===== src/rtl/irq_gen_pkg.sv =====
// Interrupt generator shared definitions
// Widths with a meaning, mode and random source encodings, the physical
// interrupt line bundle, the configuration bundle, AXI4-Lite channels
// and the register map

`default_nettype none

package irq_gen_pkg;

  ////////////////////////////////////////////////////////////
  // Widths
  ////////////////////////////////////////////////////////////

  // Interrupt word, bit n stands for interrupt id n
  typedef logic [63:0] irq_word_t;
  typedef logic [5:0]  irq_id_t;
  // Delay in clock cycles
  typedef logic [15:0] cycle_cnt_t;
  typedef logic [31:0] pc_t;

  // AXI4-Lite fields
  typedef logic [7:0]  axil_addr_t;
  typedef logic [31:0] axil_data_t;
  typedef logic [3:0]  axil_strb_t;
  typedef logic [1:0]  axil_resp_t;

  localparam axil_resp_t RESP_OKAY   = 2'b00;
  localparam axil_resp_t RESP_SLVERR = 2'b10;

  ////////////////////////////////////////////////////////////
  // Encodings
  ////////////////////////////////////////////////////////////

  typedef enum logic [1:0] {
    STANDARD         = 2'd0,
    RANDOM           = 2'd1,
    PC_TRIG          = 2'd2,
    SOFTWARE_DEFINED = 2'd3
  } irq_mode_e;

  // Random source states, RND_OFF is the idle state out of reset
  typedef enum logic [1:0] {
    RND_DRAW,
    RND_DELAY,
    RND_HOLD,
    RND_OFF
  } rnd_state_e;

  ////////////////////////////////////////////////////////////
  // Bundles
  ////////////////////////////////////////////////////////////

  // Core interrupt pins
  typedef struct packed {
    logic        software;
    logic        timer;
    logic        external;
    logic [47:0] fast;
  } irq_lines_t;

  typedef struct packed {
    irq_mode_e  mode;
    cycle_cnt_t min_cycles;
    cycle_cnt_t max_cycles;
    irq_id_t    min_id;
    irq_id_t    max_id;
    pc_t        pc_trig;
    irq_word_t  sw_word;
    // One cycle pulse on a mode register write
    logic       mode_wr;
  } irq_cfg_t;

  // Master to slave
  typedef struct packed {
    axil_addr_t aw_addr;
    logic       aw_valid;
    axil_data_t w_data;
    axil_strb_t w_strb;
    logic       w_valid;
    logic       b_ready;
    axil_addr_t ar_addr;
    logic       ar_valid;
    logic       r_ready;
  } axil_req_t;

  // Slave to master
  typedef struct packed {
    logic       aw_ready;
    logic       w_ready;
    axil_resp_t b_resp;
    logic       b_valid;
    logic       ar_ready;
    axil_data_t r_data;
    axil_resp_t r_resp;
    logic       r_valid;
  } axil_rsp_t;

  ////////////////////////////////////////////////////////////
  // Register map
  ////////////////////////////////////////////////////////////

  localparam axil_addr_t REG_MODE    = 8'h00;
  localparam axil_addr_t REG_MIN_CYC = 8'h04;
  localparam axil_addr_t REG_MAX_CYC = 8'h08;
  localparam axil_addr_t REG_MIN_ID  = 8'h0C;
  localparam axil_addr_t REG_MAX_ID  = 8'h10;
  localparam axil_addr_t REG_PC_TRIG = 8'h14;
  localparam axil_addr_t REG_SW_LO   = 8'h18;
  localparam axil_addr_t REG_SW_HI   = 8'h1C;
  // Read only, last acknowledged id
  localparam axil_addr_t REG_ACK_ID  = 8'h20;

endpackage

`default_nettype wire

===== src/rtl/irq_gen_top.sv =====
// Interrupt generator top level
// Register block on AXI4-Lite, random source and mode controller.
// Drives the core interrupt line bundle and takes its acknowledge.

`timescale 1ns/1ps
`default_nettype none

module irq_gen_top #(
  parameter logic [31:0] LFSR_SEED = 32'h5A3C_96E1
) (
  input  logic                    clk_i,
  input  logic                    rst_ni,
  input  irq_gen_pkg::axil_req_t  axil_req_i,
  output irq_gen_pkg::axil_rsp_t  axil_rsp_o,
  input  irq_gen_pkg::pc_t        pc_i,
  input  logic                    irq_ack_i,
  input  irq_gen_pkg::irq_id_t    irq_ack_id_i,
  output irq_gen_pkg::irq_lines_t irq_lines_o
);

  irq_gen_pkg::irq_cfg_t  cfg;
  irq_gen_pkg::irq_word_t rnd_word;
  logic                   rnd_valid;

  // Configuration registers and ack id capture
  irq_gen_regs u_regs (
    .clk_i      (clk_i),
    .rst_ni     (rst_ni),
    .axil_req_i (axil_req_i),
    .axil_rsp_o (axil_rsp_o),
    .ack_i      (irq_ack_i),
    .ack_id_i   (irq_ack_id_i),
    .cfg_o      (cfg)
  );

  // Random mode word and delay
  irq_rnd_source #(
    .LFSR_SEED (LFSR_SEED)
  ) u_rnd_source (
    .clk_i       (clk_i),
    .rst_ni      (rst_ni),
    .cfg_i       (cfg),
    .ack_i       (irq_ack_i),
    .rnd_word_o  (rnd_word),
    .rnd_valid_o (rnd_valid)
  );

  // Mode select and line register
  irq_mode_ctrl u_mode_ctrl (
    .clk_i       (clk_i),
    .rst_ni      (rst_ni),
    .cfg_i       (cfg),
    .rnd_word_i  (rnd_word),
    .rnd_valid_i (rnd_valid),
    .pc_i        (pc_i),
    .ack_i       (irq_ack_i),
    .irq_lines_o (irq_lines_o)
  );

endmodule

`default_nettype wire


===== src/rtl/irq_mode_ctrl.sv =====
// Interrupt mode controller
// Maps interrupt words onto the core line bundle, selects the source by
// mode and registers the result. Owns the PC trigger, which arms on a
// mode write and fires once on a program counter match.

`timescale 1ns/1ps
`default_nettype none

module irq_mode_ctrl (
  input  logic                   clk_i,
  input  logic                   rst_ni,
  input  irq_gen_pkg::irq_cfg_t  cfg_i,
  input  irq_gen_pkg::irq_word_t rnd_word_i,
  input  logic                   rnd_valid_i,
  input  irq_gen_pkg::pc_t       pc_i,
  input  logic                   ack_i,
  output irq_gen_pkg::irq_lines_t irq_lines_o
);

  logic                    armed_q;
  logic                    fire;
  irq_gen_pkg::irq_lines_t trig_q;
  irq_gen_pkg::irq_lines_t trig_d;
  irq_gen_pkg::irq_lines_t lines_d;
  irq_gen_pkg::irq_lines_t lines_q;

  // Word bits 3, 7, 11 and 16 to 63 drive the lines, the rest is dropped
  function automatic irq_gen_pkg::irq_lines_t map_word(irq_gen_pkg::irq_word_t w);
    irq_gen_pkg::irq_lines_t l;
    l.software = w[3];
    l.timer    = w[7];
    l.external = w[11];
    l.fast     = w[63:16];
    return l;
  endfunction

  ////////////////////////////////////////////////////////////
  // PC trigger
  ////////////////////////////////////////////////////////////

  assign fire = armed_q && (cfg_i.mode == irq_gen_pkg::PC_TRIG) &&
                (pc_i == cfg_i.pc_trig);

  // Latched lines held until the core acknowledges
  always_comb begin
    trig_d = trig_q;
    if (cfg_i.mode != irq_gen_pkg::PC_TRIG) begin
      trig_d = '0;
    end else if (fire) begin
      trig_d = map_word(cfg_i.sw_word);
    end else if (ack_i) begin
      trig_d = '0;
    end
  end

  ////////////////////////////////////////////////////////////
  // Source select
  ////////////////////////////////////////////////////////////

  always_comb begin
    unique case (cfg_i.mode)
      irq_gen_pkg::RANDOM: begin
        // Drop in the ack cycle, ahead of rnd_valid_i falling
        lines_d = (rnd_valid_i && !ack_i) ? map_word(rnd_word_i) : '0;
      end
      irq_gen_pkg::PC_TRIG:          lines_d = trig_d;
      irq_gen_pkg::SOFTWARE_DEFINED: lines_d = map_word(cfg_i.sw_word);
      default:                       lines_d = '0;
    endcase
  end

  always_ff @(posedge clk_i or negedge rst_ni) begin
    if (!rst_ni) begin
      armed_q <= 1'b0;
      trig_q  <= '0;
      lines_q <= '0;
    end else begin
      // Re-armed by each mode write, one shot per arm
      if (cfg_i.mode_wr) begin
        armed_q <= (cfg_i.mode == irq_gen_pkg::PC_TRIG);
      end else if (fire) begin
        armed_q <= 1'b0;
      end
      trig_q  <= trig_d;
      lines_q <= lines_d;
    end
  end

  // Registered, glitch-free pins
  assign irq_lines_o = lines_q;

endmodule

`default_nettype wire


===== src/rtl/irq_rnd_source.sv =====
// Random interrupt source
// A 32-bit Galois LFSR draws an id-bounded word with at least one
// mapped line set, plus a delay bounded by the configured cycle range.
// The word is released after the delay and held until acknowledged.

`timescale 1ns/1ps
`default_nettype none

module irq_rnd_source #(
  parameter logic [31:0] LFSR_SEED = 32'h0000_0001
) (
  input  logic                  clk_i,
  input  logic                  rst_ni,
  input  irq_gen_pkg::irq_cfg_t cfg_i,
  input  logic                  ack_i,
  output irq_gen_pkg::irq_word_t rnd_word_o,
  output logic                  rnd_valid_o
);

  // x^32 + x^22 + x^2 + x + 1
  localparam logic [31:0] LFSR_TAPS = 32'h8020_0003;
  // Word bits that reach a line: 3, 7, 11 and 16 to 63
  localparam irq_gen_pkg::irq_word_t MAPPED_MASK = 64'hFFFF_FFFF_FFFF_0888;

  irq_gen_pkg::rnd_state_e state_q;
  irq_gen_pkg::rnd_state_e state_d;
  logic [31:0]             lfsr_q;
  irq_gen_pkg::irq_word_t  word_q;
  irq_gen_pkg::cycle_cnt_t cnt_q;

  irq_gen_pkg::irq_word_t  id_mask;
  irq_gen_pkg::irq_word_t  draw_word;
  irq_gen_pkg::cycle_cnt_t limit;
  irq_gen_pkg::cycle_cnt_t span;
  irq_gen_pkg::cycle_cnt_t span_mask;
  logic [16:0]             delay_sum;
  logic                    draw_ok;

  ////////////////////////////////////////////////////////////
  // Draw
  ////////////////////////////////////////////////////////////

  // Ids from min_id to max_id inclusive
  always_comb begin
    for (int i = 0; i < 64; i++) begin
      id_mask[i] = (6'(i) >= cfg_i.min_id) && (6'(i) <= cfg_i.max_id);
    end
  end

  // Upper half is the state rotated by 16
  assign draw_word = {lfsr_q[15:0], lfsr_q[31:16], lfsr_q} & id_mask;

  // Max below min collapses the range onto min
  assign limit = (cfg_i.max_cycles >= cfg_i.min_cycles) ? cfg_i.max_cycles
                                                        : cfg_i.min_cycles;
  assign span  = limit - cfg_i.min_cycles;

  // Smallest all-ones mask covering the span
  always_comb begin
    span_mask = span;
    span_mask = span_mask | (span_mask >> 1);
    span_mask = span_mask | (span_mask >> 2);
    span_mask = span_mask | (span_mask >> 4);
    span_mask = span_mask | (span_mask >> 8);
  end

  assign delay_sum = {1'b0, cfg_i.min_cycles} + {1'b0, lfsr_q[23:8] & span_mask};

  // Redraw on no mapped line or a delay past the upper bound
  assign draw_ok = |(draw_word & MAPPED_MASK) && (delay_sum <= {1'b0, limit});

  ////////////////////////////////////////////////////////////
  // FSM
  ////////////////////////////////////////////////////////////

  always_comb begin
    state_d = state_q;
    unique case (state_q)
      irq_gen_pkg::RND_OFF: begin
        if (cfg_i.mode == irq_gen_pkg::RANDOM) state_d = irq_gen_pkg::RND_DRAW;
      end
      irq_gen_pkg::RND_DRAW: begin
        if (draw_ok) state_d = irq_gen_pkg::RND_DELAY;
      end
      irq_gen_pkg::RND_DELAY: begin
        if (cnt_q == '0) state_d = irq_gen_pkg::RND_HOLD;
      end
      irq_gen_pkg::RND_HOLD: begin
        if (ack_i) state_d = irq_gen_pkg::RND_DRAW;
      end
    endcase
    // Leaving RANDOM mode stops the source from any state
    if (cfg_i.mode != irq_gen_pkg::RANDOM) begin
      state_d = irq_gen_pkg::RND_OFF;
    end
  end

  always_ff @(posedge clk_i or negedge rst_ni) begin
    if (!rst_ni) begin
      state_q <= irq_gen_pkg::RND_OFF;
      lfsr_q  <= LFSR_SEED;
      cnt_q   <= '0;
    end else begin
      state_q <= state_d;
      if (state_q == irq_gen_pkg::RND_DRAW) begin
        // One step per draw
        lfsr_q <= {1'b0, lfsr_q[31:1]} ^ (lfsr_q[0] ? LFSR_TAPS : 32'h0);
        if (draw_ok) begin
          cnt_q <= delay_sum[15:0];
        end
      end else if (state_q == irq_gen_pkg::RND_DELAY && cnt_q != '0) begin
        cnt_q <= cnt_q - 16'd1;
      end
    end
  end

  // Accepted word, qualified by rnd_valid_o
  always_ff @(posedge clk_i) begin
    if (state_q == irq_gen_pkg::RND_DRAW && draw_ok) begin
      word_q <= draw_word;
    end
  end

  assign rnd_word_o  = word_q;
  assign rnd_valid_o = (state_q == irq_gen_pkg::RND_HOLD);

endmodule

`default_nettype wire


===== src/rtl/irq_gen_regs.sv =====
// Interrupt generator register block
// AXI4-Lite slave with one outstanding write and one outstanding read.
// Holds the configuration registers with byte strobes, pulses mode_wr
// on a mode write and captures the id of each core acknowledge.

`timescale 1ns/1ps
`default_nettype none

module irq_gen_regs (
  input  logic                   clk_i,
  input  logic                   rst_ni,
  input  irq_gen_pkg::axil_req_t axil_req_i,
  output irq_gen_pkg::axil_rsp_t axil_rsp_o,
  input  logic                   ack_i,
  input  irq_gen_pkg::irq_id_t   ack_id_i,
  output irq_gen_pkg::irq_cfg_t  cfg_o
);

  irq_gen_pkg::irq_cfg_t   cfg_q;
  irq_gen_pkg::irq_id_t    ack_id_q;

  logic                    wr_fire;
  logic                    rd_fire;
  logic                    wr_hit;
  logic                    rd_hit;
  irq_gen_pkg::axil_data_t wr_val;

  logic                    b_valid_q;
  irq_gen_pkg::axil_resp_t b_resp_q;
  logic                    r_valid_q;
  irq_gen_pkg::axil_resp_t r_resp_q;
  irq_gen_pkg::axil_data_t r_data_q;

  ////////////////////////////////////////////////////////////
  // Helpers
  ////////////////////////////////////////////////////////////

  // Current register contents, zero extended to the bus width
  function automatic irq_gen_pkg::axil_data_t reg_value(
    irq_gen_pkg::irq_cfg_t   cfg,
    irq_gen_pkg::irq_id_t    ack_id,
    irq_gen_pkg::axil_addr_t addr
  );
    irq_gen_pkg::axil_data_t val;
    val = '0;
    case (addr)
      irq_gen_pkg::REG_MODE:    val = 32'(cfg.mode);
      irq_gen_pkg::REG_MIN_CYC: val = 32'(cfg.min_cycles);
      irq_gen_pkg::REG_MAX_CYC: val = 32'(cfg.max_cycles);
      irq_gen_pkg::REG_MIN_ID:  val = 32'(cfg.min_id);
      irq_gen_pkg::REG_MAX_ID:  val = 32'(cfg.max_id);
      irq_gen_pkg::REG_PC_TRIG: val = cfg.pc_trig;
      irq_gen_pkg::REG_SW_LO:   val = cfg.sw_word[31:0];
      irq_gen_pkg::REG_SW_HI:   val = cfg.sw_word[63:32];
      irq_gen_pkg::REG_ACK_ID:  val = 32'(ack_id);
      default:                  val = '0;
    endcase
    return val;
  endfunction

  // Merge new bytes into the old value under the write strobes
  function automatic irq_gen_pkg::axil_data_t apply_strb(
    irq_gen_pkg::axil_data_t old,
    irq_gen_pkg::axil_data_t data,
    irq_gen_pkg::axil_strb_t strb
  );
    irq_gen_pkg::axil_data_t res;
    res = old;
    for (int i = 0; i < 4; i++) begin
      if (strb[i]) begin
        res[8*i +: 8] = data[8*i +: 8];
      end
    end
    return res;
  endfunction

  ////////////////////////////////////////////////////////////
  // Decode
  ////////////////////////////////////////////////////////////

  // Accept only with no response waiting
  assign wr_fire = axil_req_i.aw_valid && axil_req_i.w_valid && !b_valid_q;
  assign rd_fire = axil_req_i.ar_valid && !r_valid_q;

  // Writable registers; REG_ACK_ID is read only
  assign wr_hit = (axil_req_i.aw_addr[1:0] == 2'b00) &&
                  (axil_req_i.aw_addr <= irq_gen_pkg::REG_SW_HI);
  assign rd_hit = (axil_req_i.ar_addr[1:0] == 2'b00) &&
                  (axil_req_i.ar_addr <= irq_gen_pkg::REG_ACK_ID);

  assign wr_val = apply_strb(reg_value(cfg_q, ack_id_q, axil_req_i.aw_addr),
                             axil_req_i.w_data, axil_req_i.w_strb);

  ////////////////////////////////////////////////////////////
  // Configuration and acknowledge capture
  ////////////////////////////////////////////////////////////

  always_ff @(posedge clk_i or negedge rst_ni) begin
    if (!rst_ni) begin
      cfg_q    <= '0;
      ack_id_q <= '0;
    end else begin
      cfg_q.mode_wr <= 1'b0;
      if (wr_fire) begin
        case (axil_req_i.aw_addr)
          irq_gen_pkg::REG_MODE: begin
            cfg_q.mode    <= irq_gen_pkg::irq_mode_e'(wr_val[1:0]);
            cfg_q.mode_wr <= 1'b1;
          end
          irq_gen_pkg::REG_MIN_CYC: cfg_q.min_cycles <= wr_val[15:0];
          irq_gen_pkg::REG_MAX_CYC: cfg_q.max_cycles <= wr_val[15:0];
          irq_gen_pkg::REG_MIN_ID:  cfg_q.min_id <= wr_val[5:0];
          irq_gen_pkg::REG_MAX_ID:  cfg_q.max_id <= wr_val[5:0];
          irq_gen_pkg::REG_PC_TRIG: cfg_q.pc_trig <= wr_val;
          irq_gen_pkg::REG_SW_LO:   cfg_q.sw_word[31:0] <= wr_val;
          irq_gen_pkg::REG_SW_HI:   cfg_q.sw_word[63:32] <= wr_val;
          default: ;
        endcase
      end
      // Any mode, readable from the next cycle
      if (ack_i) begin
        ack_id_q <= ack_id_i;
      end
    end
  end

  ////////////////////////////////////////////////////////////
  // Response channels
  ////////////////////////////////////////////////////////////

  always_ff @(posedge clk_i or negedge rst_ni) begin
    if (!rst_ni) begin
      b_valid_q <= 1'b0;
      b_resp_q  <= irq_gen_pkg::RESP_OKAY;
      r_valid_q <= 1'b0;
      r_resp_q  <= irq_gen_pkg::RESP_OKAY;
    end else begin
      if (wr_fire) begin
        b_valid_q <= 1'b1;
        b_resp_q  <= wr_hit ? irq_gen_pkg::RESP_OKAY : irq_gen_pkg::RESP_SLVERR;
      end else if (axil_req_i.b_ready) begin
        b_valid_q <= 1'b0;
      end
      if (rd_fire) begin
        r_valid_q <= 1'b1;
        r_resp_q  <= rd_hit ? irq_gen_pkg::RESP_OKAY : irq_gen_pkg::RESP_SLVERR;
      end else if (axil_req_i.r_ready) begin
        r_valid_q <= 1'b0;
      end
    end
  end

  // Read data held with r_valid, unmapped addresses read zero
  always_ff @(posedge clk_i) begin
    if (rd_fire) begin
      r_data_q <= reg_value(cfg_q, ack_id_q, axil_req_i.ar_addr);
    end
  end

  assign axil_rsp_o.aw_ready = wr_fire;
  assign axil_rsp_o.w_ready  = wr_fire;
  assign axil_rsp_o.b_resp   = b_resp_q;
  assign axil_rsp_o.b_valid  = b_valid_q;
  assign axil_rsp_o.ar_ready = rd_fire;
  assign axil_rsp_o.r_data   = r_data_q;
  assign axil_rsp_o.r_resp   = r_resp_q;
  assign axil_rsp_o.r_valid  = r_valid_q;

  assign cfg_o = cfg_q;

endmodule

`default_nettype wire


===== config.mk =====
export PLATFORM = sky130hd
export DESIGN_NAME = irq_gen_top
export DESIGN_NICKNAME = d
export VERILOG_FILES = /design/src/rtl/irq_gen_pkg.sv /design/src/rtl/irq_gen_top.sv /design/src/rtl/irq_mode_ctrl.sv /design/src/rtl/irq_rnd_source.sv /design/src/rtl/irq_gen_regs.sv
export SDC_FILE = /design/constraint.sdc
export NUM_CORES = 1
export LEC_CHECK = 0
export CAP_MARGIN = 25
export CORE_MARGIN = 1
export CORE_UTILIZATION = 42
export DETAILED_ROUTE_END_ITERATION = 10
export DONT_BUFFER_PORTS = 1
export GPL_TIMING_DRIVEN = 0
export SYNTH_ARGS = -nofsm -noshare
export SYNTH_HDL_FRONTEND = slang
export SYNTH_SLANG_ARGS = --single-unit

===== constraint.sdc =====
create_clock -name clk_i -period 24.7 [get_ports clk_i]
set_input_delay 3.705 -clock clk_i [delete_from_list [all_inputs] [get_ports clk_i]]
set_output_delay 3.705 -clock clk_i [all_outputs]
set_load 0.01 [all_outputs]

Yosys cells after proc, flatten, opt, wreduce, memory -nomap -nowiden
Index checks and enable logic that the tools add are counted.
Widths: inputs -> output; s select.
{ "totals": {"register_bits": 404, "latch_bits": 0, "ram_bits": 0, "romBits": 0, "input_bits": 98, "mem_count": 0} }
{ "classes": {"add_sub_neg": 3, "n_mul": 0, "div_mod_pow": 0, "n_lt_le_gt_ge": 132, "eq_ne": 29, "n_shift": 0, "muxes": 32, "bitwise": 7, "n_reduce_logical": 100} }
{ "ops": {"columns": ["op", "count"], "rows": [
  ["$pmux 32 s9", 1],
  ["$pmux 32 s7", 1],
  ["$mux 51", 4],
  ["$ge 6x6->1 const A", 32],
  ["$le 6x6->1 const A", 32],
  ["$pmux 51 s3", 1],
  ["$ge 5x6->1 const A", 16],
  ["$le 5x6->1 const A", 16],
  ["$logic_and 1x1->1", 75],
  ["$and 64x64->64", 1],
  ["$eq 8x5->1 const B", 8],
  ["$mux 16", 4],
  ["$reduce_or 51->1", 1],
  ["$ge 4x6->1 const A", 8],
  ["$le 4x6->1 const A", 8],
  ["$eq 32x32->1", 1],
  ["$eq 8x4->1 const B", 4],
  ["$mux 32", 1],
  ["$mux 8", 4],
  ["$xor 31x32->32", 1],
  ["$ge 3x6->1 const A", 4],
  ["$le 3x6->1 const A", 4],
  ["$reduce_and 2->1", 9],
  ["$add 16x16->17", 1],
  ["33 further kinds", 66]
]} }

Logic depth before layout (Yosys ltp)
Gate-level depths: netlist of run 1.
{ "logic_depth": {"ltp_word": 14, "mapped_depth": 41, "mapped_depth_nobuf": 38} }

Modules after synthesis
A second synthesis of run 1 with hierarchy kept.
{ "hier_totals": {"cells_unflattened": 2237, "area_unflattened_um2": 22925.7} }
{ "modules_own_cells": {"columns": ["mod", "instances", "cells_per_inst", "area_per_inst_um2"], "rows": [
  ["irq_gen_regs", 1, 837, 9116.2],
  ["irq_rnd_source", 1, 959, 8557.0],
  ["irq_mode_ctrl", 1, 441, 5252.5]
]} }

Worst setup path before layout of run 1
OpenSTA, ideal clock, no wires.
{ "synth_timing": {"path_kind": "reg2reg", "from": "reg u_regs.cfg_q (netlist bit u_regs.cfg_o[127])", "to": "reg u_rnd_source.word_q[11], in the netlist u_rnd_source.rnd_word_o[11], enable pin", "arrival_ns": 10.161, "slack_ns": 14.134, "path_stages_with_launch": 37, "n_path_buf": 3, "cell_sequence": "dfrtp_1 inv_1 ha_1 a211oi_1 o21ai_0 a21oi_1 or3_1 nand3_1 a21oi_1 clkbuf_1 mux2_2 fa_1 a211oi_1 o21a_1 o41ai_1 a311oi_1 o211ai_1 or4_4 or4_4 buf_6 o41a_1 ha_1 fa_1 a211oi_1 o21a_1 o21bai_1 a211oi_1 xnor2_1 ha_1 nand2_1 nor4_1 o2bb2ai_1 a31oi_1 or2_2 or4_1 clkbuf_1 inv_1"} }
{ "synth_between": {"elab_chain_cells": 12} }
{ "synth_lines": {"columns": ["item", "line", "rtl"], "rows": [
  ["start, declared", "irq_gen_regs.sv:19", "irq_gen_pkg::irq_cfg_t cfg_q;"],
  ["$ge 16x16->1", "irq_rnd_source.sv:54", "assign limit = (cfg_i.max_cycles >= cfg_i.min_cycles) ? cfg_i.max_cycles"],
  ["$mux 16", "irq_rnd_source.sv:54", null],
  ["$sub 16x16->16", "irq_rnd_source.sv:56", "assign span = limit - cfg_i.min_cycles;"],
  ["$or 16x15->16", "irq_rnd_source.sv:61", "span_mask = span_mask | (span_mask >> 1);"],
  ["$or 16x14->16", "irq_rnd_source.sv:62", "span_mask = span_mask | (span_mask >> 2);"],
  ["$or 16x12->16", "irq_rnd_source.sv:63", "span_mask = span_mask | (span_mask >> 4);"],
  ["$or 16x8->16", "irq_rnd_source.sv:64", "span_mask = span_mask | (span_mask >> 8);"],
  ["$and 16x16->16", "irq_rnd_source.sv:67", "assign delay_sum = {1'b0, cfg_i.min_cycles} + {1'b0, lfsr_q[23:8] & span_mask};"],
  ["$add 16x16->17", "irq_rnd_source.sv:67", null],
  ["$le 17x16->1 *", "irq_rnd_source.sv:70", "assign draw_ok = |(draw_word & MAPPED_MASK) && (delay_sum <= {1'b0, limit});"],
  ["$logic_and 1x1->1 *", "irq_rnd_source.sv:70", null],
  ["$logic_and 1x1->1 *", "irq_rnd_source.sv:119", "if (state_q == irq_gen_pkg::RND_DRAW && draw_ok) begin"],
  ["end signal, assigned", "irq_rnd_source.sv:120", "word_q <= draw_word;"],
  ["end, declared", "irq_rnd_source.sv:28", "irq_gen_pkg::irq_word_t word_q;"]
]} }
Mark *: on every way between the ends. The rest lies on a longest branch, timed or not.
A chain may end at the register's enable or synchronous reset.

Worst setup path in the final report of run 1
{ "layout_timing": {"from": "reg u_regs.cfg_q (netlist bit u_regs.cfg_o[126])", "to": "reg u_rnd_source.word_q[44], in the netlist u_rnd_source.rnd_word_o[44], enable pin"} }
The elaborated chain is that of the path after synthesis.

==> results of run 1 <==
## report_power, final
part | internal [W] | total (W) | leakage, nW | switching [W]
Combinational | 0.0000503 | 0.000131 | 4.38 | 0.0000810
Sequential | 0.000666 | 0.000682 | 4.84 | 0.0000153
Clock | 0.000432 | 0.000717 | 0.775 | 0.000285
Total | 0.00115 | 0.00153 | 10.0 | 0.000381
## layout by cell type, fill, tap and decap left out, types with 23 or more instances in the layout
cell         n
ha_1        64
nor2_1     143
clkbuf_1   122
nor3b_1     53
dfrtp_1    288
a22oi_1     65
o21ai_0    134
mux2i_1     23
xor2_1      43
clkbuf_16   44
nand2_1    237
a21oi_1    104
nand3_1     44
edfxtp_1    83
nor3_1      26
mux2_2      93
a221o_1     52
a222oi_1    45
inv_1       76
## final timing paths
path                                               start                               endpoint  depth (start not counted)
min                            u_regs.cfg_o[0]$_DFF_PN0_        u_mode_ctrl.armed_q$_DFFE_PN0P_                          1
min reg2reg                    u_regs.cfg_o[0]$_DFF_PN0_        u_mode_ctrl.armed_q$_DFFE_PN0P_                          1
max reg2reg                u_regs.cfg_o[126]$_DFFE_PN0P_  u_rnd_source.rnd_word_o[44]$_DFFE_PP_                         40
min in group asynchronous                         rst_ni           u_regs.r_valid_q$_DFFE_PN0P_                          0
max                        u_regs.cfg_o[126]$_DFFE_PN0P_  u_rnd_source.rnd_word_o[44]$_DFFE_PP_                         40
max in group asynchronous                         rst_ni         u_regs.ack_id_q[2]$_DFFE_PN0P_                          0
## sequential cells by signal, indices dropped and copies added, names as in the netlist, 2 cells and up
signal	flops
u_regs.cfg_o	143
u_mode_ctrl.irq_lines_o	51
u_mode_ctrl.trig_q	51
u_rnd_source.rnd_word_o	51
u_regs.r_data_q	32
u_rnd_source.lfsr_q	32
u_rnd_source.cnt_q	16
u_regs.ack_id_q	6
u_rnd_source.state_q	2
## metrics by stage
step / total power (W) / std cells
finish: 0.00153 / 2820
global route: 0.00158 / 2820
CTS: 0.00153 / 2819
detailed placement: 0.000821 / 2737
global placement: 0.000819 / 2733
floorplan: 0.000785 / 2069
## per-layer routing
metal | part of all wire, % | vias up | global-route usage, %
met5 | 0 | - | 0
met3 | 8.5 | 206 | 5.05
met1 | 40 | 8857 | 41.0
li1 | - | 7825 | -
met4 | 6.7 | 0 | 19.4
met2 | 44 | 1021 | 47.5
## final cells by class
class                   count  area, µm²
repair buffers              5       45.0
fillers                  4588      25600
well taps                 664        831
plain buffers             142        581
multi-input cells        1460       9900
inverters                  78        293
flip-flops and latches    389      10200
clock buffers              53       1150
clock inverters            29        432
## cell families (layout without fill, tap and decap cells)
| logic type | after synthesis | count (layout) | synth area share (%) |
|---|---|---|---|
| multiplexers | 116 | 116 | 6.10 |
| AO/OA/AOI/OAI | 591 | 591 | 20.3 |
| other | 1 | 2 | 0.0179 |
| flip-flops | 389 | 389 | 48.6 |
| adder cells (fa/ha/maj) | 66 | 66 | 4.02 |
| buffers and inverters | 220 | 307 | 4.17 |
| AND/OR/NAND/NOR | 628 | 628 | 14.4 |
| XOR/XNOR | 57 | 57 | 2.38 |
==> flow_summary.json, run 1 <==
{
  "status": "finished clean",
  "ys_seq_area_share_pct": 48.6,
  "hold_class": "reg2reg",
  "timing.fmax_mhz": 81.2,
  "drt_pass1_iterations": 9,
  "synth_top_area_share_pct": 34.4,
  "io_buffers": 0,
  "grt_usage_pct": 31.0,
  "synthFlopType": "dfrtp_1",
  "yosys_warnings": 0,
  "reg2reg_slack_ps": 12380,
  "grt_pass1_vias": 17209,
  "cts_tree": "built",
  "ir_drop_mv": 0.0614,
  "cp_top_family": "compound AO/OA/AOI/OAI gates",
  "crit_path_end_kind": "flop",
  "drt-vias-per-instance": 6.35,
  "clock_path_buffers": 3,
  "max_stage_delay_ps": 720,
  "final.setup.tns_ps": 0,
  "row_count": 81,
  "setup_viol": 0,
  "finalNetCount": 2284,
  "core_um2": 49100,
  "cts_resized": 0,
  "dp_hpwl_mm": 59.5,
  "cts_max_level": 2,
  "worstMarginPinSlew_ps": 1010,
  "dp_slack_ps": 12460,
  "synth.distinct_cells": 81,
  "min_period_over_period_pct": 49.9,
  "wirelength_mm": 79.0,
  "cts_buffers": 44,
  "synth.most_common_cell": "dfrtp_1",
  "wl_per_cell_um": 28.0,
  "fp.dieH_um": 225,
  "die-area_um2": 50700,
  "netlist_area_um2": 20900,
  "drc_errors": 0,
  "ys_ff_latch": 389,
  "p_per_area_nw_per_um2": 65.3,
  "skew_ps": 32.9,
  "rsz0062_at_grt": "no",
  "crit_fanout": 43,
  "cts_sinks": 389,
  "grt_max_degree": 307,
  "place_area_um2": 21800,
  "drt_iter0_markers": 2363,
  "drive_above_1_share_pct": 10.7,
  "fin_area_um2": 23400,
  "antenna_found_initial": 3,
  "diodes": 0,
  "hold_violations": 0,
  "synth_edf_count": 83,
  "postCtsSetupBuffers": 0,
  "syn_area_per_cell_um2": 10.1,
  "crit_type": "reg2reg",
  "grt_pass1_wl_mm": 115,
  "crit_arrival_ps": 12590,
  "worst_path_max_delay_cell": "a211oi_1",
  "ios": 190,
  "setup_ws_ps": 12380,
  "ant_nets": 0,
  "cts_root_buffer": "clkbuf_16",
  "synth_top_area_cell": "dfrtp_1",
  "area_growth_pct": 11.8,
  "relSlewSlack_pct": 31.8,
  "gp_congestion": 0.963,
  "die_x_um": 225,
  "final_util_pct": 47.7,
  "via_count": 17909,
  "synth_top_cells_by_area": "dfrtp_1 (34%), edfxtp_1 (12%), mux2_2 (5.0%)",
  "hold_slack_ps": 468,
  "path_buf_inv": 7,
  "synthArstFlopShare_pct": 78.7,
  "initial_core_util_pct": 42.7,
  "layout_min_cycle_time_ps": 12320,
  "hold_buffers": 0,
  "crit_path_start_kind": "flop",
  "leakagePower_nw": 10.0,
  "critPathRequiredTime_ps": 24970,
  "cap_violations": 0,
  "clk_latency_ps": 600,
  "syn_inst": 2068,
  "slew_viol_final": 0,
  "cts.clk_slew.worst_paths_ps": 70,
  "yosys-top-cells-count": "dfrtp_1 (288), nand2_1 (237), nor2_1 (143), o21ai_0 (134), clkbuf_1 (115)",
  "overflow": 0
}
(Power assumes the default switching activity.)
==> run 2: changes to the inputs <==
Clock period 24.7 ns to 12.6 ns, I/O delays scaled along.
==> run 2 against run 1 <==
Net effect: clock skew barely moved; largest cell class unchanged; worst hold slack worse by 2.6 ps; first-iteration DRC count fell by 2.1%; global-route usage is the same.
==> flow_summary.json, run 2 (same netlist as run 1, synthesis figures left out) <==
{
  "fp.dieH_um": 225,
  "slew_viol_final": 0,
  "path_buf_inv": 6,
  "drt_pass1_iterations": 9,
  "rsz0062_at_grt": "no",
  "cap_violations": 0,
  "clkPwrFrac_pct": 46.8,
  "die_x_um": 225,
  "die-area_um2": 50700,
  "finalNetCount": 2284,
  "hold_slack_ps": 466,
  "max_stage_delay_ps": 580,
  "crit_type": "reg2reg",
  "skew_ps": 32.7,
  "dp_hpwl_mm": 59.5,
  "row_count": 81,
  "largest_register_ffs": 143,
  "timing.fmax_mhz": 86.7,
  "drc_errors": 0,
  "min_period_over_period_pct": 91.6,
  "wl_per_cell_um": 28.0,
  "status": "finished clean",
  "cts_root_buffer": "clkbuf_16",
  "p_per_area_nw_per_um2": 128,
  "area_growth_pct": 11.9,
  "crit_fanout": 43,
  "grt_usage_pct": 31.0,
  "crit_path_end_kind": "flop",
  "cts_sinks": 389,
  "cts.clk_slew.worst_paths_ps": 70,
  "cts_tree": "built",
  "clock_path_buffers": 3,
  "power.switching_w": 0.000746,
  "drt_iter0_markers": 2314,
  "cts_max_level": 2,
  "postCtsSetupBuffers": 0,
  "antenna_found_initial": 3,
  "grt_pass1_wl_mm": 115,
  "core_um2": 49100,
  "cp_top_family": "compound AO/OA/AOI/OAI gates",
  "setup_viol": 0,
  "gp_congestion": 0.963,
  "worstMarginPinSlew_ps": 1050,
  "grt_pass1_vias": 17209,
  "hold_class": "reg2reg",
  "crit_path_start_kind": "flop",
  "p_int_w": 0.00225,
  "hold_buffers": 0,
  "drive_above_1_share_pct": 10.9,
  "hold_violations": 0,
  "cts_buffers": 44,
  "via_count": 17958,
  "overflow": 0,
  "critPathRequiredTime_ps": 12870,
  "seqPwrFrac_pct": 44.6,
  "ios": 190,
  "initial_core_util_pct": 42.7,
  "ant_nets": 0,
  "ir_drop_mv": 0.120,
  "mostFrequentLayoutCells": "dfrtp_1 (288), nand2_1 (237), nor2_1 (143), o21ai_0 (134), clkbuf_1 (121)",
  "layout_min_cycle_time_ps": 11540,
  "grt_max_degree": 307,
  "crit_arrival_ps": 11810,
  "final_common_cell": "dfrtp_1",
  "leakagePower_nw": 10.0,
  "drt-vias-per-instance": 6.37,
  "comb_power_share_pct": 8.6,
  "relSlewSlack_pct": 29.3,
  "io_buffers": 0,
  "worst_path_max_delay_cell": "dfrtp_1",
  "wirelength_mm": 78.9,
  "clk_latency_ps": 600,
  "p_sw_share_pct": 24.9,
  "final_util_pct": 47.8
}
run 2: cell types whose count changed in the layout (fill, tap and decap cells not counted), sizes merged:
cell   change
diode      +1
run 2: area by class of cell:
type                            count  area [µm²]
Inverter                           78         293
Tap cell                          664         831
Clock buffer                       53        1150
Buffer                            142         582
Sequential cell                   389       10200
Clock inverter                     29         432
Timing Repair Buffer                5        45.0
Multi-Input combinational cell   1460        9910
Antenna cell                        1        2.50
Fill cell                        4586       25600
run 2: worst register-to-register path, delay by kind of cell, from the launching register on:
family                     cells  cell delay [ps]
AOI/OAI and AO/OA             16             4210
and+or+nand+nor                8             2500
adders and majority gates      5             1660
buffers and inverters          6             1620
DFF                            1              580
muxes                          1              410
xor gates and xnor gates       1              220
run 2: worst paths after layout:
check	from	endpoint	slack, ps	cells past startpoint
max in group asynchronous	rst_ni	u_regs.ack_id_q[2]$_DFFE_PN0P_	10930	0
max reg2reg	u_regs.cfg_o[126]$_DFFE_PN0P_	u_rnd_source.rnd_word_o[44]$_DFFE_PP_	1060	37
min in group asynchronous	rst_ni	u_regs.r_valid_q$_DFFE_PN0P_	1000	0
min	u_regs.cfg_o[0]$_DFF_PN0_	u_mode_ctrl.armed_q$_DFFE_PN0P_	470	1
min reg2reg	u_regs.cfg_o[0]$_DFF_PN0_	u_mode_ctrl.armed_q$_DFFE_PN0P_	470	1
max	u_regs.cfg_o[126]$_DFFE_PN0P_	u_rnd_source.rnd_word_o[44]$_DFFE_PP_	1060	37
run 2: routing by layer:
layer / share of wire (%) / routed length (µm) / track usage (%)
met5: 0 / 0 / 0
met2: 45 / 35100 / 47.5
met4: 6.5 / 5160 / 19.4
met1: 41 / 32100 / 41.0
met3: 8.3 / 6540 / 5.05
run 2: what timing repair did:
action,CTS,global route
gates resized for setup,0,4
endpoints found under the setup margin,0,61
hold endpoints to repair,0,0
run 2: power by group through the flow:
| stage | Clock (W) | Combinational (W) | Sequential (W) |
|---|---|---|---|
| floorplan | 0 | 0.000192 | 0.00135 |
| global placement | 0 | 0.000248 | 0.00136 |
| detailed placement | 0 | 0.000252 | 0.00136 |
| CTS | 0.00142 | 0.000253 | 0.00133 |
| global route | 0.00147 | 0.000285 | 0.00134 |
| finish | 0.00140 | 0.000258 | 0.00134 |
run 2: stage by stage:
stage	area [µm²]	instances	power [W]	TNS (ps)	setup slack [ps]
after floorplan	20900	2069	0.00154	0	2030
after global placement	21800	2733	0.00161	-31220	-617
after detailed placement	21800	2737	0.00161	0	364
after CTS	23400	2819	0.00301	0	346
after global routing	23400	2820	0.00309	0	151
final	23400	2821	0.00300	0	1060
